**src/verilog/rvIsaPkg.sv**
```systemverilog
package rvIsaPkg;

	localparam int xlen = 32;
	localparam int regAddrWidth = 5;

	// bit positions of the instruction fields
	localparam int rdLsb = 7;
	localparam int funct3Lsb = 12;
	localparam int rs1Lsb = 15;
	localparam int rs2Lsb = 20;

	typedef enum logic [6:0] {
		opReg    = 7'b0110011,
		opImm    = 7'b0010011,
		opLoad   = 7'b0000011,
		opStore  = 7'b0100011,
		opBranch = 7'b1100011,
		opJal    = 7'b1101111,
		opJalr   = 7'b1100111,
		opLui    = 7'b0110111,
		opAuipc  = 7'b0010111
	} rvOpcode;

	typedef enum logic [4:0] {
		aluAdd,
		aluSub,
		aluSll,
		aluSlt,
		aluSltu,
		aluXor,
		aluSrl,
		aluSra,
		aluOr,
		aluAnd,
		aluEq,
		aluNe,
		aluGe,
		aluGeu
	} aluOp;

	// same encoding as funct3[1:0] of loads and stores
	typedef enum logic [1:0] {
		sizeByte = 2'd0,
		sizeHalf = 2'd1,
		sizeWord = 2'd2
	} memSize;

endpackage

```
**src/verilog/execCfgPkg.sv**
```systemverilog
package execCfgPkg;

	localparam int queueDepth = 4;
	localparam int queuePtrWidth = $clog2(queueDepth);
	localparam int queueCountWidth = $clog2(queueDepth + 1);
	localparam int memWords = 256;
	localparam int memAddrWidth = $clog2(memWords);

	typedef enum logic [1:0] {
		noWrite,
		writeAlu,
		writeLink,
		writeLoad
	} wbKind;

	typedef enum logic {
		idle,
		memWait
	} execState;

	typedef struct packed {
		rvIsaPkg::aluOp op;
		logic [rvIsaPkg::xlen-1:0] operandA;
		logic [rvIsaPkg::xlen-1:0] operandB;
		logic [rvIsaPkg::xlen-1:0] storeData;
		logic [rvIsaPkg::xlen-1:0] pc;
		logic [rvIsaPkg::xlen-1:0] imm;
		logic [rvIsaPkg::regAddrWidth-1:0] rd;
		wbKind kind;
		logic isLoad;
		logic isStore;
		logic isBranch;
		logic isJalr;
		rvIsaPkg::memSize size;
		logic loadUnsigned;
	} decodedOp;

endpackage

```
**src/verilog/issueBus.sv**
```systemverilog
`timescale 1ns/1ps

interface issueBus;
	import execCfgPkg::*;

	decodedOp payload;
	logic valid;
	logic ready;

	modport producer (
		output payload,
		output valid,
		input ready
	);

	modport consumer (
		input payload,
		input valid,
		output ready
	);

endinterface

```
**src/verilog/issueQueue.sv**
```systemverilog
`timescale 1ns/1ps

module issueQueue (
	input logic clk,
	input logic reset,
	issueBus.consumer inBus,
	issueBus.producer outBus
);
	import execCfgPkg::*;

	decodedOp entries [queueDepth];
	logic [queuePtrWidth-1:0] wrPtr;
	logic [queuePtrWidth-1:0] rdPtr;
	logic [queueCountWidth-1:0] count;
	logic full;
	logic push;
	logic pop;

	function automatic logic [queuePtrWidth-1:0] advance(input logic [queuePtrWidth-1:0] ptr);
		return (ptr == queuePtrWidth'(queueDepth - 1)) ? '0 : ptr + 1'b1;
	endfunction

	assign full = (count == queueCountWidth'(queueDepth));
	assign push = inBus.valid && !full;
	assign pop = outBus.valid && outBus.ready;
	assign inBus.ready = !full;
	assign outBus.valid = (count != '0);
	assign outBus.payload = entries[rdPtr]; // head straight from storage

	always_ff @(posedge clk)
	begin
		if (reset)
		begin
			wrPtr <= '0;
			rdPtr <= '0;
			count <= '0;
		end
		else
		begin
			if (push)
				wrPtr <= advance(wrPtr);
			if (pop)
				rdPtr <= advance(rdPtr);
			if (push && !pop)
				count <= count + 1'b1;
			else if (pop && !push)
				count <= count - 1'b1;
		end
	end

	always_ff @(posedge clk)
	begin
		if (push)
			entries[wrPtr] <= inBus.payload;
	end

	// nothing is written while full and no slot is freed
	assert property (@(posedge clk) disable iff (reset)
		full && !pop |=> full && $stable(wrPtr));

endmodule

```
**src/flat_wrapper.sv**
```systemverilog
// flat-port wrapper written by rule: the top's interface ports become plain ports
module issueQueue_flat import execCfgPkg::*;
  (clk, reset, inBus_payload, inBus_valid, inBus_ready, outBus_payload, outBus_valid, outBus_ready);
  issueBus inBus_i ();
  issueBus outBus_i ();
  input logic clk;
  input logic reset;
  input wire logic [$bits(inBus_i.payload)-1:0] inBus_payload;
  input wire logic [$bits(inBus_i.valid)-1:0] inBus_valid;
  output wire logic [$bits(inBus_i.ready)-1:0] inBus_ready;
  output wire logic [$bits(outBus_i.payload)-1:0] outBus_payload;
  output wire logic [$bits(outBus_i.valid)-1:0] outBus_valid;
  input wire logic [$bits(outBus_i.ready)-1:0] outBus_ready;
  assign inBus_i.payload = inBus_payload;
  assign inBus_i.valid = inBus_valid;
  assign inBus_ready = inBus_i.ready;
  assign outBus_payload = outBus_i.payload;
  assign outBus_valid = outBus_i.valid;
  assign outBus_i.ready = outBus_ready;
  issueQueue u_core (.clk(clk), .reset(reset), .inBus(inBus_i), .outBus(outBus_i));
endmodule
```
**config.mk**
```make
export PLATFORM = sky130hd
export DESIGN_NAME = issueQueue_flat
export DESIGN_NICKNAME = d
export VERILOG_FILES = /design/src/verilog/rvIsaPkg.sv /design/src/verilog/execCfgPkg.sv /design/src/verilog/issueBus.sv /design/src/verilog/issueQueue.sv /design/src/flat_wrapper.sv
export SDC_FILE = /design/constraint.sdc
export NUM_CORES = 1
export LEC_CHECK = 0
export ABC_AREA = 1
export BUFFER_PORTS_ARGS = -buffer_cell sky130_fd_sc_hd__buf_4
export CAP_MARGIN = 20
export CORE_UTILIZATION = 55
export DETAILED_ROUTE_END_ITERATION = 10
export PLACE_DENSITY_LB_ADDON = 0.05
export RECOVER_POWER = 25
export SLEW_MARGIN = 20
export SYNTH_ARGS = -nofsm -noshare
export SYNTH_HDL_FRONTEND = slang
export SYNTH_SLANG_ARGS = --single-unit
export TNS_END_PERCENT = 5
```
**constraint.sdc**
```tcl
create_clock -name clk -period 14.29 [get_ports clk]
set_input_delay 2.858 -clock clk [delete_from_list [all_inputs] [get_ports clk]]
set_output_delay 2.858 -clock clk [all_outputs]
set_load 0.02 [all_outputs]
```
# After elaboration in Yosys (flattened, before gate mapping)
# Memory sizes are Yosys's and may differ from the RTL's. A register that Yosys moved wholly into a read port is not among the register bits.
# Cells that the tools add are included.
[word_totals]
ff_bits = 7
mem_bits_rw = 716
word_cells = 28
mem_count = 1
[classes]
add_sub_neg = 4
n_eq_ne = 3
muxes = 8
n_reduce_logical = 9
[mem_list]
columns = ["name", "words", "word_bits", "read_ports", "rd_ports_with_merged_regs", "wr", "line_no", "source"]
rows = [
  ["u_core.entries", 4, 179, 1, 1, 1, "issueQueue.sv:11", "decodedOp entries [queueDepth];"],
]
[op_table]
columns = ["cell", "n"]
rows = [
  ["two-way mux 2 bit", 4],
  ["two-way mux 3 bit", 2],
  ["adder 2 x 1 -> 2 bit, second input constant", 2],
  ["== test 2 bit, second input constant", 2],
  ["logical AND 1 bit", 4],
  ["adder 3 x 1 -> 3 bit, second input constant", 1],
  ["== test 3 bit, second input constant", 1],
  ["zero test 1 bit", 3],
  ["nonzero test 3 bit", 1],
  ["subtractor 3 x 1 -> 3 bit, second input constant", 1],
  ["two-way mux 1 bit", 2],
  ["nonzero test 2 bit", 1],
]

# Depth between registers and ports, before layout
# Gate-level depths: netlist of the first run.
[logic_depth]
depth_word = 7
depth_mapped = 13
ltp_nobuf = 13

# Worst setup path before layout of the first run
# OpenSTA, ideal clock, no wires.
[synth_path]
path_kind = "input to register"
start = "in inBus_valid"
end = "mem u_core.entries[0][0] (netlist name), enable pin"
setup_time_ps = 722
arrival_ps = 10406
t_required_ps = 13568
slack_ps = 3163
path_stages = 2
n_path_buf = 0
path_cell_list = "nand2_1 -> nor2_1"
[synth_via]
elab_chain_cells = 3
[synth_rtl]
columns = ["element", "line_no", "source"]
rows = [
  ["from (decl)", "flat_wrapper.sv:9", "input wire logic [$bits(inBus_i.valid)-1:0] inBus_valid;"],
  ["logical AND 1 bit", "issueQueue.sv:24", "assign push = inBus.valid && !full;"],
  ["two-way mux 1 bit", "issueQueue.sv:53", "if (push)"],
  ["two-way mux 1 bit (not written as such)", "issueQueue.sv:54", "entries[wrPtr] <= inBus.payload;"],
  ["to (decl)", "issueQueue.sv:11", ""],
]
# No other way between the ends.

==> summary.txt, run 1 <==
STA
  • Endpoints failing setup: 0
  • Rel. slew slack: 30.72%
  • Setup TNS: 0 ns
  • Final Hold Viols: 0
  • Hold Worst Slack: 0.5220 ns
  • RSZ-0062 raised after global routing: no
  • FMAX: 153.4 MHz
  • Slew @ Worst Pin: 1.039 ns
  • Min Clock Period, post-route: 6.518 ns
  • Clock Skew: 0.01276 ns
  • Max Slew Vio Count: 0
  • Final period utilization: 45.61%

Die
  • Initial Util: 56.17%
  • Die area: 50060 um2
  • I/O Pins: 364
  • Die Y: 223.7 um
  • Site Rows: 80
  • Core Area: 48150 um2
  • Chip Width: 223.7 um

Yosys
  • Xor/xnor share of the synthesized area: 0.03238%
  • Synth top area share: 79.50%
  • Post-synth top area cell: edfxtp_1
  • Mapped Cells: 1800
  • Register bit total from synthesis: 725
  • Post-Synth Simple-Gate Area: 5.487%
  • Mux contribution to synthesized area: 0%
  • Largest family of logic cells by synthesized area: compound AO/OA/AOI/OAI gates
  • Post-Synth Adder-Cell Area: 0.3516%
  • Ys Warns: 0
  • Distinct cells, synth: 22
  • Post-synthesis sequential area ratio: 80.17%
  • Syn_area_per_cell: 15.02 um2
  • Cell area after synthesis: 27040 um2
  • Syn_nets: 1990
  • Synth Area in Compound Gates: 10.84%
  • Synth area leaders: edfxtp_1, o21ai_0, nor2_1, o22ai_1, buf_6

Critical path
  • WS Path Type: flip-flop to primary output
  • Worst Setup Start Kind: flip-flop
  • CP max FO: 74
  • Arr. time, crit path: 3.66 ns
  • Crit. End Element: primary output
  • Worst r2r src: u_core.count[0]
  • R2R setup slack: 10.66 ns
  • Required time worst endpoint: 11.43 ns
  • R2r endpoint: u_core.entries[0][137]
  • R2R cell count: 6

Route
  • ANT nets after route: 0
  • Vias per Instance: 5.601
  • Detailed-route via count: 15984
  • Routed WL: 60780 um
  • DR DRC count: 0
  • WL per Instance: 21.30 um
  • Starting DRT DRC Count: 1274
  • DR pass1 iterations: 5

Global routing
  • GR Overflow Total: 0
  • Number of global-route vias before repair: 15296
  • First-pass GRT wire length: 90530 um
  • Largest net degree at the start of global routing: 262
  • Initial antenna violation count: 12
  • Total track usage: 23.91%

Clocking
  • Clk_lat worst skew: 0.60 ns
  • Postcts setup bufs: 0
  • Root buffer selected by CTS: clkbuf_16
  • Clock-pin slew on the worst setup and hold paths: 0.06 ns
  • Total clock sinks: 725
  • Hold_buf cts: 0
  • H-tree depth: 3
  • CTS resizes: 0
  • CTS tree: built
  • Clock buffer depth: 3
  • TritonCTS buffer count: 73

Final layout
  • Final Net Count: 2330
  • Commonest non-fill, non-tap cell in the layout: edfxtp_1
  • Final instance area: 31850 um2
  • Fill count: 3503
  • Commonest cells after routing, fill and taps aside: edfxtp_1, nor2_1, o21ai_0, buf_4, o22ai_1
  • Ratio of cells with drive above 1 in the final layout: 16.77%
  • Area grow syn2layout: 17.76%

Pwr
  • Leakage power: 0.01080 uW
  • Peak VDD IR: 0.2143 mV
  • Pwr/cell area: 203.3 nW/um2

Worst hold path
  • Min-delay src: u_core.rdPtr[1]
  • Hold WC Path Type: flip-flop to flip-flop
  • Hold Crit Depth: 2

Placement
  • DP Area: 30030 um2
  • RePlAce Congestion: 0.7978
  • IO Port Bufs: 363
  • DP HPWL: 33420 um

Job
  • Max Cap Viol: 0

Outcome
  • Status: finished clean
-- layer usage --
layer  vias up  share of wire (%)  GRT usage, %
met4        18                2.4         7.225
met2       470                 49         38.18
met3       103                7.8         7.581
met1      7897                 41         31.60
li1       7496                  -             -
met5         -               0.21             0
-- state kept, by name, summed over array words and instances (netlist names), named ones only --
signal,cells
u_core.entries,716
u_core.rdPtr,2
u_core.wrPtr,2
u_core.count,3
-- Yosys cell counts --
| cell | instances |
|---|---|
| inv_4 | 1 |
| nand3b_1 | 2 |
| edfxtp_1 | 716 |
| buf_8 | 3 |
| dfxtp_1 | 9 |
| fa_1 | 1 |
| nand4_1 | 1 |
| buf_4 | 9 |
| o21ai_0 | 297 |
| clkbuf_1 | 55 |
| nand3_1 | 2 |
| inv_1 | 14 |
| inv_8 | 1 |
| xor2_1 | 1 |
| a21oi_1 | 3 |
| buf_6 | 32 |
| o21ai_1 | 62 |
| nor2_1 | 373 |
| nand2_1 | 14 |
| o22ai_1 | 179 |
| ha_1 | 6 |
| buf_2 | 19 |
-- cell type report --
type	count	area, um2	area share (%)
clock buffers	99	2052	6.443
well taps	656	820.8	2.577
flip-flops and latches	725	21690	68.10
clock inverters	31	158.9	0.4989
inverters	16	75.07	0.2357
diodes	3	7.507	0.02357
repair buffers	383	2496	7.838
multi-input cells	941	4549	14.28
-- critical path, cell delays in order, from the launching register on --
cell and delay (ns):
dfxtp_4 0.47, inv_4 0.50, buf_4 0.80, buf_4 0.62
o21ai_0 0.19, o22ai_1 0.18, buf_4 0.19
-- where the power goes --
part	leakage [uW]	switching, uW	internal, uW
Clock	0.00108	748	1020
Sequential	0.00663	59.5	2590
Combinational	0.00308	1380	675
Total	0.0108	2190	4290
-- metrics by stage --
step	cells	util (%)	power [uW]	setup WS [ns]
finish	2854	66.15	6474	7.772
global route	2853	66.14	6738	7.481
CTS	2850	66.96	6533	7.667
detailed placement	2720	62.36	4772	8.301
global placement	2720	62.36	4743	8.324
floorplan	1800	-	3992	3.163
-- cells by family after synthesis --
group	Yosys count
XOR/XNOR	1
adder cells (fa/ha/maj)	7
flip-flops	725
AO/OA/AOI/OAI	541
buffers and inverters	134
AND/OR/NAND/NOR	392
-- worst max-delay path by stage --
stage,end
after CTS,outBus_payload[138]
after detailed placement,u_core.entries[0][139]
after floorplan,u_core.entries[0][0]
after global placement,u_core.entries[0][133]
final,outBus_payload[61]
after global routing,outBus_payload[172]
Power figures use the tool's default switching activity.
==> run 2, diff against run 1 <==
--- a/config.mk
+++ b/config.mk
@@ -5,10 +5,10 @@
 export SDC_FILE = /design/constraint.sdc
 export NUM_CORES = 1
 export LEC_CHECK = 0
-export ABC_AREA = 1
+export ABC_AREA = 0
 export BUFFER_PORTS_ARGS = -buffer_cell sky130_fd_sc_hd__buf_4
 export CAP_MARGIN = 20
-export CORE_UTILIZATION = 55
+export CORE_UTILIZATION = 51
 export DETAILED_ROUTE_END_ITERATION = 10
 export PLACE_DENSITY_LB_ADDON = 0.05
 export RECOVER_POWER = 25
==> constraint.sdc (replaced) <==
create_clock -name clk -period 5.2 [get_ports clk]
set_input_delay 1.04 -clock clk [delete_from_list [all_inputs] [get_ports clk]]
set_output_delay 1.04 -clock clk [all_outputs]
set_load 0.02 [all_outputs]
==> summary.txt, run 2 <==
Yosys
  • Count leader, synth: edfxtp_1
  • Largest family of logic cells by synthesized area: multiplexers
  • Synth Area in Compound Gates: 0.1333%
  • Post-synth top area cell: edfxtp_1
  • Distinct cells, synth: 24
  • Synth area leaders: edfxtp_1, mux4_2, dfxtp_1, buf_6, buf_2
  • Post-synthesis sequential area ratio: 82.48%
  • Post-Synth Adder-Cell Area: 0.3617%
  • Syn_nets: 1173
  • Ys Warns: 0
  • Top post-synthesis cells by count: edfxtp_1, mux4_2, buf_2, buf_6, dfxtp_1
  • Cell area after synthesis: 26290 um2
  • Synth async-reset ratio: 0%
  • Syn_area_per_cell: 26.74 um2
  • Mux contribution to synthesized area: 15.45%
  • Post-Synth Simple-Gate Area: 0.3760%
  • Register bit total from synthesis: 725
  • Post-synth EDFFs: 716
  • Mapped Cells: 983
  • Synth top area share: 81.79%
  • Ys flop type: edfxtp_1
  • Xor/xnor share of the synthesized area: 0.06663%

Critical path
  • Cell Chain, Critical Path: buf_4 -> mux4_2 -> buf_4
  • Worst Setup Start Kind: flip-flop
  • Slowest-stage cell, CP: dfxtp_4
  • Most used cell, CP: buf_4
  • Top delay family on crit path: flip-flops
  • WS Path Type: flip-flop to primary output
  • WP buf/inv: 2
  • CP max stage delay: 0.93 ns
  • Required time worst endpoint: 4.16 ns
  • Crit. End Element: primary output
  • Arr. time, crit path: 2.71 ns
  • CP max FO: 54

Route
  • Top Metal Used: met5
  • Starting DRT DRC Count: 636
  • Wl on met1: 20500 um
  • DR WL met2: 25240 um
  • Met3 WL post-DR: 4545 um
  • WL per Instance: 24.18 um
  • ANT nets after route: 0
  • Detailed-route via count: 11714
  • Vias per Instance: 5.479
  • DR pass1 iterations: 4
  • DR DRC count: 0
  • Routed WL: 51690 um

Final layout
  • Commonest non-fill, non-tap cell in the layout: edfxtp_1
  • Ratio of cells with drive above 1 in the final layout: 37.90%
  • Area grow syn2layout: 20.98%
  • Commonest cells after routing, fill and taps aside: edfxtp_1, buf_4, mux4_2, clkbuf_1, clkbuf_16
  • Final instance area: 31800 um2
  • Largest register FFs: 716
  • Final Net Count: 1590
  • Largest reg by FF count: u_core.entries
  • Top flop regs: u_core.entries: 716 flops, u_core.count: 3 flops

STA
  • RSZ-0062 raised after global routing: no
  • Clock Skew: 0.02067 ns
  • Final period utilization: 72.04%
  • Slew @ Worst Pin: 1.034 ns
  • Rel. slew slack: 31.05%
  • Final Hold Viols: 0
  • FMAX: 266.9 MHz
  • Min Clock Period, post-route: 3.746 ns
  • Max Slew Vio Count: 0
  • Endpoints failing setup: 0

Global routing
  • Largest net degree at the start of global routing: 120
  • Total track usage: 20.01%
  • GR Overflow Total: 0
  • Initial antenna violation count: 17
  • Number of global-route vias before repair: 12205
  • First-pass GRT wire length: 77080 um

Clocking
  • Hold_buf cts: 0
  • Total clock sinks: 725
  • CTS resizes: 0
  • CTS tree: built
  • H-tree depth: 3
  • Clk_lat worst skew: 0.60 ns
  • Clock-pin slew on the worst setup and hold paths: 0.06 ns
  • Postcts setup bufs: 0
  • TritonCTS buffer count: 74
  • Clock buffer depth: 3
  • Root buffer selected by CTS: clkbuf_16

Placement
  • DP Area: 29870 um2
  • RePlAce Congestion: 0.7378
  • IO Port Bufs: 363
  • DP HPWL: 31130 um

Pwr
  • Flop pwr share: 45.5%
  • Sw Ratio: 26.76%
  • Clock share of power: 31.7%
  • Int Power: 11710 uW
  • Peak VDD IR: 0.3666 mV
  • Pwr/cell area: 502.8 nW/um2
  • Leakage power: 0.01034 uW
  • Logic pwr share: 22.8%
  • Overall Power: 15990 uW
  • Net Sw Power: 4279 uW

Die
  • Die area: 52460 um2
  • I/O Pins: 364
  • Initial Util: 52.08%
  • Chip Width: 229.0 um
  • Die Y: 229.0 um
  • Site Rows: 82
  • Core Area: 50480 um2

Outcome
  • Status: finished clean

Job
  • Max Cap Viol: 0

Worst hold path
  • Hold WC Path Type: flip-flop to flip-flop
-- run 2: area by class of cell --
| type | count | area [um2] |
|---|---|---|
| Sequential cell | 725 | 21690 |
| Multi-Input combinational cell | 213 | 4328 |
| Fill cell | 3563 | 18680 |
| Inverter | 3 | 11.26 |
| Tap cell | 672 | 840.8 |
| Antenna cell | 7 | 17.52 |
| Clock buffer | 97 | 2044 |
| Timing Repair Buffer | 383 | 2580 |
| Clock inverter | 38 | 291.5 |
-- run 2: kinds of logic after synthesis --
group,Yosys count
XOR/XNOR,2
multiplexers,182
adder cells (fa/ha/maj),7
AO/OA/AOI/OAI,5
buffers and inverters,45
AND/OR/NAND/NOR,17
flip-flops,725
-- run 2: path summary, 6_finish.rpt --
path / start / to / slack (ns) / cells past startpoint
setup reg to reg: u_core.count[0] / u_core.entries[2][62] / 2.71 / 3
hold / removal: u_core.rdPtr[0] / flip-flop / 0.51 / 2
setup / recovery: flip-flop / outBus_payload[3] / 1.45 / 3
hold reg to reg: u_core.rdPtr[0] / flip-flop / 0.51 / 2
-- run 2: routing by layer --
| metal | vias up | GRT usage, % |
|---|---|---|
| met4 | 20 | 6.125 |
| met5 | - | 0 |
| met3 | 98 | 7.881 |
| met1 | 6127 | 25.99 |
| li1 | 5145 | - |
| met2 | 324 | 31.36 |
-- run 2: power groups by stage --
stage,registers (uW),logic (uW),clock network [uW]
floorplan,7390,2310,0
global placement,7370,3740,0
detailed placement,7410,3750,0
CTS,7280,3760,5200
global route,7330,3860,5410
finish,7270,3640,5080
-- run 2: metrics by stage --
step / hold slack (ns) / setup TNS [ns] / setup slack (ns) / cells / utilization [%]
2_1_floorplan: 0.4634 / -283.98 / -0.5288 / 983 / -
3_3_place_gp: 0.4696 / 0 / 2.038 / 1996 / 59.17
3_5_place_dp: 0.4939 / 0 / 2.018 / 1996 / 59.17
4_1_cts: 0.5169 / 0 / 1.357 / 2131 / 63.80
5_1_grt: 0.5479 / 0 / 1.268 / 2134 / 62.98
6_report: 0.5071 / 0 / 1.454 / 2138 / 63.00
-- run 2: worst reg2reg max path: stages (launching register included) --
cell and delay (ns):
dfxtp_1 0.43, or3b_1 0.30, and3_4 0.92, buf_4 0.49
