### src/verilog/rvIsaPkg.sv
package rvIsaPkg;

	localparam int xlen = 32;
	localparam int regAddrWidth = 5;

	// bit positions of the instruction fields
	localparam int rdLsb = 7;
	localparam int funct3Lsb = 12;
	localparam int rs1Lsb = 15;
	localparam int rs2Lsb = 20;

	typedef enum logic [6:0] {
		opReg    = 7'b0110011,
		opImm    = 7'b0010011,
		opLoad   = 7'b0000011,
		opStore  = 7'b0100011,
		opBranch = 7'b1100011,
		opJal    = 7'b1101111,
		opJalr   = 7'b1100111,
		opLui    = 7'b0110111,
		opAuipc  = 7'b0010111
	} rvOpcode;

	typedef enum logic [4:0] {
		aluAdd,
		aluSub,
		aluSll,
		aluSlt,
		aluSltu,
		aluXor,
		aluSrl,
		aluSra,
		aluOr,
		aluAnd,
		aluEq,
		aluNe,
		aluGe,
		aluGeu
	} aluOp;

	// same encoding as funct3[1:0] of loads and stores
	typedef enum logic [1:0] {
		sizeByte = 2'd0,
		sizeHalf = 2'd1,
		sizeWord = 2'd2
	} memSize;

endpackage

### src/verilog/execCfgPkg.sv
package execCfgPkg;

	localparam int queueDepth = 4;
	localparam int queuePtrWidth = $clog2(queueDepth);
	localparam int queueCountWidth = $clog2(queueDepth + 1);
	localparam int memWords = 256;
	localparam int memAddrWidth = $clog2(memWords);

	typedef enum logic [1:0] {
		noWrite,
		writeAlu,
		writeLink,
		writeLoad
	} wbKind;

	typedef enum logic {
		idle,
		memWait
	} execState;

	typedef struct packed {
		rvIsaPkg::aluOp op;
		logic [rvIsaPkg::xlen-1:0] operandA;
		logic [rvIsaPkg::xlen-1:0] operandB;
		logic [rvIsaPkg::xlen-1:0] storeData;
		logic [rvIsaPkg::xlen-1:0] pc;
		logic [rvIsaPkg::xlen-1:0] imm;
		logic [rvIsaPkg::regAddrWidth-1:0] rd;
		wbKind kind;
		logic isLoad;
		logic isStore;
		logic isBranch;
		logic isJalr;
		rvIsaPkg::memSize size;
		logic loadUnsigned;
	} decodedOp;

endpackage

### src/verilog/issueBus.sv
`timescale 1ns/1ps

interface issueBus;
	import execCfgPkg::*;

	decodedOp payload;
	logic valid;
	logic ready;

	modport producer (
		output payload,
		output valid,
		input ready
	);

	modport consumer (
		input payload,
		input valid,
		output ready
	);

endinterface

### src/verilog/instrDecoder.sv
`timescale 1ns/1ps

module instrDecoder (
	input logic clk,
	input logic reset,
	input logic instrValid,
	output logic instrReady,
	input logic [rvIsaPkg::xlen-1:0] instr,
	input logic [rvIsaPkg::xlen-1:0] pc,
	output logic [rvIsaPkg::regAddrWidth-1:0] readAddrA,
	output logic [rvIsaPkg::regAddrWidth-1:0] readAddrB,
	input logic [rvIsaPkg::xlen-1:0] readDataA,
	input logic [rvIsaPkg::xlen-1:0] readDataB,
	input logic wbEnable,
	input logic [rvIsaPkg::regAddrWidth-1:0] wbRd,
	issueBus.producer issue
);
	import rvIsaPkg::*;
	import execCfgPkg::*;

	decodedOp decoded;
	logic [xlen-1:0] imm;
	logic [2:0] funct3;
	logic [regAddrWidth-1:0] rd;
	logic [2**regAddrWidth-1:0] pending; // scoreboard of writes in flight
	logic useA;
	logic useB;
	logic hazard;
	logic accept;

	function automatic aluOp arithOp(input logic [2:0] f3, input logic alt);
		case (f3)
			3'd0: return alt ? aluSub : aluAdd;
			3'd1: return aluSll;
			3'd2: return aluSlt;
			3'd3: return aluSltu;
			3'd4: return aluXor;
			3'd5: return alt ? aluSra : aluSrl;
			3'd6: return aluOr;
			default: return aluAnd;
		endcase
	endfunction

	// still pending unless the write lands in this very cycle
	function automatic logic isBlocked(input logic [regAddrWidth-1:0] r);
		return pending[r] && !(wbEnable && wbRd == r);
	endfunction

	assign readAddrA = instr[rs1Lsb +: regAddrWidth];
	assign readAddrB = instr[rs2Lsb +: regAddrWidth];
	assign rd = instr[rdLsb +: regAddrWidth];
	assign funct3 = instr[funct3Lsb +: 3];

	always_comb
	begin
		case (rvOpcode'(instr[6:0]))
			opStore: imm = {{20{instr[31]}}, instr[31:25], instr[11:7]};
			opBranch: imm = {{20{instr[31]}}, instr[7], instr[30:25], instr[11:8], 1'b0};
			opLui, opAuipc: imm = {instr[31:12], 12'b0};
			opJal: imm = {{12{instr[31]}}, instr[19:12], instr[20], instr[30:21], 1'b0};
			default: imm = {{20{instr[31]}}, instr[31:20]}; // I format
		endcase
	end

	always_comb
	begin
		decoded = '0;
		decoded.op = aluAdd;
		decoded.operandA = readDataA;
		decoded.operandB = imm;
		decoded.storeData = readDataB;
		decoded.pc = pc;
		decoded.imm = imm;
		decoded.rd = rd;
		decoded.kind = noWrite; // unknown opcodes retire as no-op
		decoded.size = memSize'(funct3[1:0]);
		decoded.loadUnsigned = funct3[2];
		useA = 1'b0;
		useB = 1'b0;
		case (rvOpcode'(instr[6:0]))
			opReg:
			begin
				decoded.op = arithOp(funct3, instr[30]);
				decoded.operandB = readDataB;
				decoded.kind = writeAlu;
				useA = 1'b1;
				useB = 1'b1;
			end
			opImm:
			begin
				decoded.op = arithOp(funct3, funct3 == 3'd5 && instr[30]); // srai only
				decoded.kind = writeAlu;
				useA = 1'b1;
			end
			opLoad:
			begin
				decoded.isLoad = 1'b1;
				decoded.kind = writeLoad;
				useA = 1'b1;
			end
			opStore:
			begin
				decoded.isStore = 1'b1;
				useA = 1'b1;
				useB = 1'b1;
			end
			opBranch:
			begin
				decoded.isBranch = 1'b1;
				decoded.operandB = readDataB;
				useA = 1'b1;
				useB = 1'b1;
				case (funct3)
					3'd0: decoded.op = aluEq;
					3'd1: decoded.op = aluNe;
					3'd4: decoded.op = aluSlt;
					3'd5: decoded.op = aluGe;
					3'd6: decoded.op = aluSltu;
					3'd7: decoded.op = aluGeu;
					default: decoded.isBranch = 1'b0; // reserved compare
				endcase
			end
			opJal:
			begin
				decoded.operandA = pc; // target computed by the ALU
				decoded.kind = writeLink;
			end
			opJalr:
			begin
				decoded.isJalr = 1'b1;
				decoded.kind = writeLink;
				useA = 1'b1;
			end
			opLui:
			begin
				decoded.operandA = '0;
				decoded.kind = writeAlu;
			end
			opAuipc:
			begin
				decoded.operandA = pc;
				decoded.kind = writeAlu;
			end
			default: ;
		endcase
		// rd also checked so a second write to it cannot clear the bit early
		hazard = (useA && isBlocked(readAddrA)) || (useB && isBlocked(readAddrB))
			|| (decoded.kind != noWrite && isBlocked(rd));
	end

	assign instrReady = (!issue.valid || issue.ready) && !hazard;
	assign accept = instrValid && instrReady;

	always_ff @(posedge clk)
	begin
		if (reset)
		begin
			issue.valid <= 1'b0;
			pending <= '0;
		end
		else
		begin
			if (accept)
				issue.valid <= 1'b1;
			else if (issue.ready)
				issue.valid <= 1'b0;
			if (wbEnable)
				pending[wbRd] <= 1'b0;
			if (accept && decoded.kind != noWrite && rd != '0)
				pending[rd] <= 1'b1; // set wins over a same-cycle clear
		end
	end

	always_ff @(posedge clk)
	begin
		if (accept)
			issue.payload <= decoded;
	end

	assert property (@(posedge clk) disable iff (reset)
		issue.valid && !issue.ready |=> issue.valid && $stable(issue.payload));

endmodule

### src/flat_wrapper.sv
// flat-port wrapper written by rule: the top's interface ports become plain ports
module instrDecoder_flat import rvIsaPkg::*; import execCfgPkg::*;
  (clk, reset, instrValid, instrReady, instr, pc, readAddrA, readAddrB, readDataA, readDataB, wbEnable, wbRd, issue_payload, issue_valid, issue_ready);
  issueBus issue_i ();
  input logic clk;
  input logic reset;
  input logic instrValid;
  output logic instrReady;
  input logic [rvIsaPkg::xlen-1:0] instr;
  input logic [rvIsaPkg::xlen-1:0] pc;
  output logic [rvIsaPkg::regAddrWidth-1:0] readAddrA;
  output logic [rvIsaPkg::regAddrWidth-1:0] readAddrB;
  input logic [rvIsaPkg::xlen-1:0] readDataA;
  input logic [rvIsaPkg::xlen-1:0] readDataB;
  input logic wbEnable;
  input logic [rvIsaPkg::regAddrWidth-1:0] wbRd;
  output wire logic [$bits(issue_i.payload)-1:0] issue_payload;
  output wire logic [$bits(issue_i.valid)-1:0] issue_valid;
  input wire logic [$bits(issue_i.ready)-1:0] issue_ready;
  assign issue_payload = issue_i.payload;
  assign issue_valid = issue_i.valid;
  assign issue_i.ready = issue_ready;
  instrDecoder u_core (.clk(clk), .reset(reset), .instrValid(instrValid), .instrReady(instrReady), .instr(instr), .pc(pc), .readAddrA(readAddrA), .readAddrB(readAddrB), .readDataA(readDataA), .readDataB(readDataB), .wbEnable(wbEnable), .wbRd(wbRd), .issue(issue_i));
endmodule
### config.mk
export PLATFORM = sky130hd
export DESIGN_NAME = instrDecoder_flat
export DESIGN_NICKNAME = d
export VERILOG_FILES = /design/src/verilog/rvIsaPkg.sv /design/src/verilog/execCfgPkg.sv /design/src/verilog/issueBus.sv /design/src/verilog/instrDecoder.sv /design/src/flat_wrapper.sv
export SDC_FILE = /design/constraint.sdc
export NUM_CORES = 1
export LEC_CHECK = 0
export ABC_AREA = 1
export BUFFER_PORTS_ARGS = -buffer_cell sky130_fd_sc_hd__buf_2
export CORE_AREA = 10 10 150 152
export CTS_CLUSTER_DIAMETER = 40
export DETAILED_ROUTE_END_ITERATION = 12
export DIE_AREA = 0 0 160 162
export GPL_TIMING_DRIVEN = 0
export MAX_ROUTING_LAYER = met4
export PLACE_DENSITY = 0.76
export SYNTH_ARGS = -nofsm -noshare
export SYNTH_HDL_FRONTEND = slang
export SYNTH_SLANG_ARGS = --single-unit
### constraint.sdc
create_clock -name clk -period 3.16 [get_ports clk]
set_input_delay 0 -clock clk [delete_from_list [all_inputs] [get_ports clk]]
set_output_delay 0 -clock clk [all_outputs]
set_load 0.03 [all_outputs]
# Yosys cells after proc, flatten, opt, wreduce, memory -nomap -nowiden
# Index checks and enable logic that the tools add are counted.
# W data, S select, Z words.
# word_totals
reg_bits	212
latch_bits	0
mem_bits_rw	0
mem_bits_ro	0
inputBits	138
out_inout_bits	191
word_cells	113
mem_count	0
# op_classes
add_sub_neg	0
n_mul	0
div_mod_pow	0
n_lt_le_gt_ge	6
eq_ne	19
shift	0
n_mux	33
bitwise_logic	3
n_reduce_logical	36
# ops
op	count
$mux W32	4
$pmux W31 S4	1
$pmux W5 S7	2
$pmux W32 S2	1
$and A32 B32 Y32	1
$not A32 Y32	1
$or A32 B32 Y32	1
$lt A5 B6 Y1 const B	4
$pmux W4 S6	1
$eq A7 B6 Y1 const B	3
$eq A7 B7 Y1 const B	3
$mux W1	17
$logic_and A1 B1 Y1	16
$bmux W1 S5	3
$eq A5 B5 Y1	3
$pmux W5 S3	1
$eq A7 B5 Y1 const B	2
$eq A3 B3 Y1 const B	4
$reduce_or A6 Y1	2
$demux W1 S5	2
$ge A5 B1 Y1 const B	2
$reduce_or A2 Y1	4
$eq A7 B2 Y1 const B	1
$eq A3 B2 Y1 const B	2
9 further kinds	16

# Longest topological paths before layout
# logic_depth
word_depth	13
mapped_depth	17
ltp_nobuf	14

# Least setup slack after synthesis
# OpenSTA, ideal clock, no wires.
# synth_timing
path_kind	reg-to-reg
start	register u_core.pending[8]
end	register u_core.issue.payload[0] (netlist name)
setup_time_ns	0.399
arrival_time_ns	2.166
required_ns	2.761
path_slack_ns	0.595
stages_incl_launch_ff	10
period_less_slack_ns	2.565
cell_sequence	dfxtp_1 > or2_2 > nand3_1 > nand3_1 > nand3_1 > nand3_1 > nand3_1 > nand3_2 > nor2_4 > buf_6
# synth_between
elab_chain_cells	9
# synth_lines
item	line_no	text
from (decl)	instrDecoder.sv:25	logic [2**regAddrWidth-1:0] pending;
from (signal assigned)	instrDecoder.sv:159	pending <= '0;
from (signal, indexed assignment)	instrDecoder.sv:168	pending[wbRd] <= 1'b0;
from (signal, indexed assignment)	instrDecoder.sv:170	pending[rd] <= 1'b1;
$bmux W1 S5	instrDecoder.sv:46	return pending[r] && !(wbEnable && wbRd == r);
$mux W1 (not written as such)	instrDecoder.sv:46	
$logic_and A1 B1 Y1	instrDecoder.sv:46	
$logic_and A1 B1 Y1	instrDecoder.sv:147	hazard = (useA && isBlocked(readAddrA)) || (useB && isBlocked(readAddrB))
$logic_or A1 B1 Y1	instrDecoder.sv:147	
$logic_or A1 B1 Y1 (*)	instrDecoder.sv:148	|| (decoded.kind != noWrite && isBlocked(rd));
$logic_not A1 Y1 (*)	instrDecoder.sv:151	assign instrReady = (!issue.valid || issue.ready) && !hazard;
$logic_and A1 B1 Y1 (*)	instrDecoder.sv:151	
$logic_and A1 B1 Y1 (*)	instrDecoder.sv:152	assign accept = instrValid && instrReady;
net u_core.accept	instrDecoder.sv:29	logic accept;
# Mark *: on every way through the listed nets, which the timed path passes. The rest lies on a longest branch. The select of a mux whose other input is x is not followed.
# A chain may end at the register's enable or synchronous reset.

# Final worst setup path
# layout_timing
start	input instr[8] in the netlist's numbering
end	register u_core.pending[23]
# layout_between
elab_chain_cells	12
# layout_lines
item	line_no	text
from (decl)	flat_wrapper.sv:9	input logic [rvIsaPkg::xlen-1:0] instr;
parallel branches: the longest is 3 deep, another holds $bmux W1 S5	--	
$logic_and A1 B1 Y1 (*)	instrDecoder.sv:46	
$logic_and A1 B1 Y1 (*)	instrDecoder.sv:148	
$logic_or A1 B1 Y1 (*)	instrDecoder.sv:148	
$logic_not A1 Y1 (*)	instrDecoder.sv:151	
$logic_and A1 B1 Y1 (*)	instrDecoder.sv:151	
$logic_and A1 B1 Y1 (*)	instrDecoder.sv:152	
net u_core.accept	instrDecoder.sv:29	
$logic_and A1 B1 Y1 (*) (2 in series)	instrDecoder.sv:169	if (accept && decoded.kind != noWrite && rd != '0)
$mux W32 (*)	instrDecoder.sv:169	
# Mark *: on every way through the listed nets, which the timed path passes. The select of a mux whose other input is x is not followed.

==> qor_table.md <==
| Metric | Reported |
| --- | --- |
| Worst Skew | 0.0321 ns |
| Synthesized area per cell | 10.3 um^2 |
| Total global routing track utilization | 0.287 |
| Required time at the endpoint of the critical path | 3.61 ns |
| Final worst-path cycle share | 0.919 |
| Stages on the worst setup path | 14 |
| Maximum number of pins on one net before global-route repair | 97 |
| Area delta synth->final | 42.5% |
| Vertical extent of the die | 162 um |
| Clk Latency, worst-skew pair | 0.55 ns |
| Core area | 19,400 um^2 |
| DR DRC count | 0 |
| Leading cell types by total area after synthesis | edfxtp_1, nand2_1, dfxtp_1 |
| Flops & latches, synth | 211 |
| CP Max Fanout | 93 |
| Root Buffer | clkbuf_16 |
| Yosys warns | 0 |
| Number of iterations in the first detailed-routing pass | 6 |
| Buffers inserted by post-CTS timing repair | 0 |
| Clock sink count | 211 |
| Number of DRC violations after detailed-routing iteration 0 | 930 |
| Capture point of the critical path | u_core.pending[23]$_SDFF_PP0_ |
| Cells traversed along the worst timing path | dlygate4sd3_1 -> buf_2 -> inv_1 -> clkbuf_1 -> o211ai_1 -> nor2_1 -> nor2_1 -> a21oi_2 -> nand3_2 -> nor2_4 -> buf_16 -> clkbuf_16 -> nand3_2 -> a21oi_1 |
| Wire length reported by the detailed router | 38,600 um |
| First-pass GRT wire length | 56,700 um |
| Number of cells on the worst reg-to-reg path | 12 |
| Critical path buffer and inverter count | 6 |
| Shortest period the worst path allows | 2.90 ns |
| Detailed-route wire length per cell | 22.6 um |
| Netlist area before placement | 9730 um^2 |
| Antenna violations before repair | 7 |
| Top-area cell type share of the netlist area | 0.550 |
| Number of buffer cells added on primary ports | 319 |
| Congestion Overflow GR | 0 |
| PwrDens | 547 nW/um^2 |
| Launch point of the worst path | instr[8] |
| Met3 track demand over resource | 0.0672 |
| Max transition margin | 0.425 |
| Inst Count DP | 1,529 |
| Number of enable flip-flop cells after synthesis | 178 |
| Number of antenna-violating nets in the routed design | 0 |
| Worst setup slack for register-to-register paths | 0.38 ns |
| Die Wd | 160 um |
| Via count of the first global-routing pass | 9,334 |
| Top cell type by total area after synthesis | edfxtp_1 |
| Number of buffers inserted during clock tree synthesis | 27 |
| Die outline area | 25,900 um^2 |
| Run status | finished, final reports clean |
| Met1 layer usage reported by global route | 0.309 |
| Number of cell rows | 51 |
| Final HPWL from detailed placement | 26,200 um |
| Met2 Resource Use GR | 0.509 |
| Leading register cell type out of synthesis | edfxtp_1 |
| Share of layout cells above drive strength 1 | 0.325 |
| Crit-path max cell delay | 0.53 ns |
| GR peak layer | met2 |
| Seq/Total Area, Yosys | 0.618 |
| Vias per std cell | 5.34 |
| Pins over their slew limit | 0 |
| Setup-violating endpoint count in the final report | 0 |
| Maximum VDD drop | 0.465 mV |
| CTS H-tree lvls | 1 |
| Startpoint type of the worst setup path | primary input |
| Number of standard cells after synthesis | 944 |
| Pin slew with the least headroom to its limit | 0.858 ns |
| Worst reg2reg path startpoint | u_core.pending[8]$_SDFF_PP0_ |
| Reg2Reg Capture Point | u_core.pending[23]$_SDFF_PP0_ |
| Via total after detailed routing | 9,128 |
| GPL Wtd Cong | 0.984 |
| TritonCTS clock tree | built |
| Setup slack after placement | 0.0907 ns |
| FILL cells | 1,379 |
| Synth unique cells | 35 |
| Post-layout worst setup margin | 0.256 ns |
| Element type at the critical path end | register |
| Leakage Power | 6.05 nW |
| Share of synthesized flip-flops with an asynchronous set or reset | 0 |
| Longest Clk Path Bufs | 3 |
| IO Count | 329 |
| Count of non-filler cells in the finished layout | 1,708 |
| Critical path start-end classification | primary input to register |
| Cell depth of the worst min-delay path | 3 |
| Fin. Hold Viols | 0 |
| Number of maximum-capacitance violations | 0 |
| # nets final | 1,553 |
| Unrepaired setup endpoints after global routing | false |
| Achievable frequency | 0.344 GHz |
| Starting density of the core | 0.501 |
| Net Count, Synth | 1,082 |
| CP delay by family, top | buffers and inverters |
| Crit path DAT | 3.35 ns |
| HP Class | primary input to register |
| Slowest CP cell | dlygate4sd3_1 |
| Clk slew on worst S/H paths | 0.06 ns |
## worst reg2reg max path, delay by kind of cell, from the launching register on
kind,cells,cell delay [ns]
simple gates,9,1.31
buf+inv,2,0.91
flops,1,0.35
compound gates,1,0.14
## per-layer routing
metal / vias up / part of all wire
met1: 4303 / 0.36
met4: 0 / 0.034
met5: - / 0
li1: 4193 / -
met3: 95 / 0.086
met2: 537 / 0.52
## worst min path at each step
stage	to	slack, ns	start
floorplan	u_core.issue.payload[0]$_DFFE_PP_	0.1	instr[14]
detailed placement	u_core.issue.payload[87]$_DFFE_PP_	0.19	readDataB[9]
CTS	u_core.issue.payload[33]$_DFFE_PP_	0.02	instr[19]
finish	u_core.issue.payload[33]$_DFFE_PP_	0.02	instr[19]
global placement	u_core.issue.payload[87]$_DFFE_PP_	0.19	readDataB[9]
global route	u_core.issue.payload[33]$_DFFE_PP_	0.05	instr[19]
## sequential cells by signal, indices dropped and copies added (netlist names)
name	cells
u_core.issue.payload	178
u_core.issue.valid	1
u_core.pending	32
## cells in the mapped netlist (2+ instances only)
library cell	n
o21ai_1	3
buf_2	19
o22ai_1	6
mux2_2	32
a31oi_1	3
nand3_2	29
o21ai_0	95
buf_4	11
dfxtp_1	33
nand3_1	65
or2_2	2
clkbuf_1	17
o211ai_1	24
nor2_1	60
xnor2_1	3
inv_1	109
a21oi_1	36
buf_6	5
nand2_1	188
edfxtp_1	178
nor3_1	11
nand4_1	2
## per-stage QoR
stage | total power, mW | utilization | instance area [um^2] | TNS, ns | hold slack, ns
2_1_floorplan | 3.96 | - | 9730 | 0 | 0.0989
3_3_place_gp | 4.34 | 0.601 | 11700 | -28.64 | 0.189
3_5_place_dp | 4.36 | 0.602 | 11700 | 0 | 0.192
4_1_cts | 7.51 | 0.711 | 13800 | 0 | 0.0235
5_1_grt | 7.80 | 0.714 | 13900 | 0 | 0.0463
6_report | 7.58 | 0.714 | 13900 | 0 | 0.0217
## cell type report
type | instances | area, um^2 | area share
buffer | 53 | 318 | 0.0229
sequential | 211 | 6010 | 0.433
timing repair buffer | 442 | 2860 | 0.206
multi-input combinational | 569 | 3000 | 0.216
clock inverter | 18 | 183 | 0.0132
tap | 265 | 332 | 0.0239
clock buffer | 32 | 723 | 0.0522
antenna | 7 | 17.5 | 0.00126
inverter | 111 | 419 | 0.0302
## placed cells by master, fill, tap and decap left out, types with 3 or more instances in the layout
master         synthesis  routed
a21oi_1               36      36
a31oi_1                3       3
buf_2                 19     338
buf_4                 11      11
buf_6                  5       4
clkbuf_1              17      19
clkbuf_16              0      29
clkinv_1               1       5
dfxtp_1               33      33
diode_2                0       7
dlygate4sd3_1          0     121
edfxtp_1             178     178
inv_1                109     109
inv_4                  1       3
inv_6                  0       3
mux2_2                32      32
nand2_1              188     188
nand3_1               65      65
nand3_2               29      29
nor2_1                60      60
nor3_1                11      11
o211ai_1              24      24
o21ai_0               95      95
o21ai_1                3       3
o22ai_1                6       6
xnor2_1                3       3
## what timing repair did
action / in CTS / in global routing
gates resized for setup: 0 / 2
endpoints found under the hold margin: 165 / 0
hold buffers: 121 / 0
setup endpoints to repair: 0 / 97
## cells by family (layout without fill, tap and decap cells)
family,count (synthesis),count (layout),share of synthesized area
AND/OR/NAND/NOR,360,360,0.170
flip-flops,211,211,0.618
AO/OA/AOI/OAI,172,172,0.0976
buffers and inverters,164,656,0.0741
multiplexers,32,32,0.0371
XOR/XNOR,4,4,0.00360
other,1,8,0.000386
## where the power goes
part           switching, mW  internal (mW)  leakage (nW)
Combinational          0.827          0.387          3.62
Clock                   1.26           1.84         0.448
Sequential            0.0543           3.22          1.99
Power figures use the tool's default switching activity.
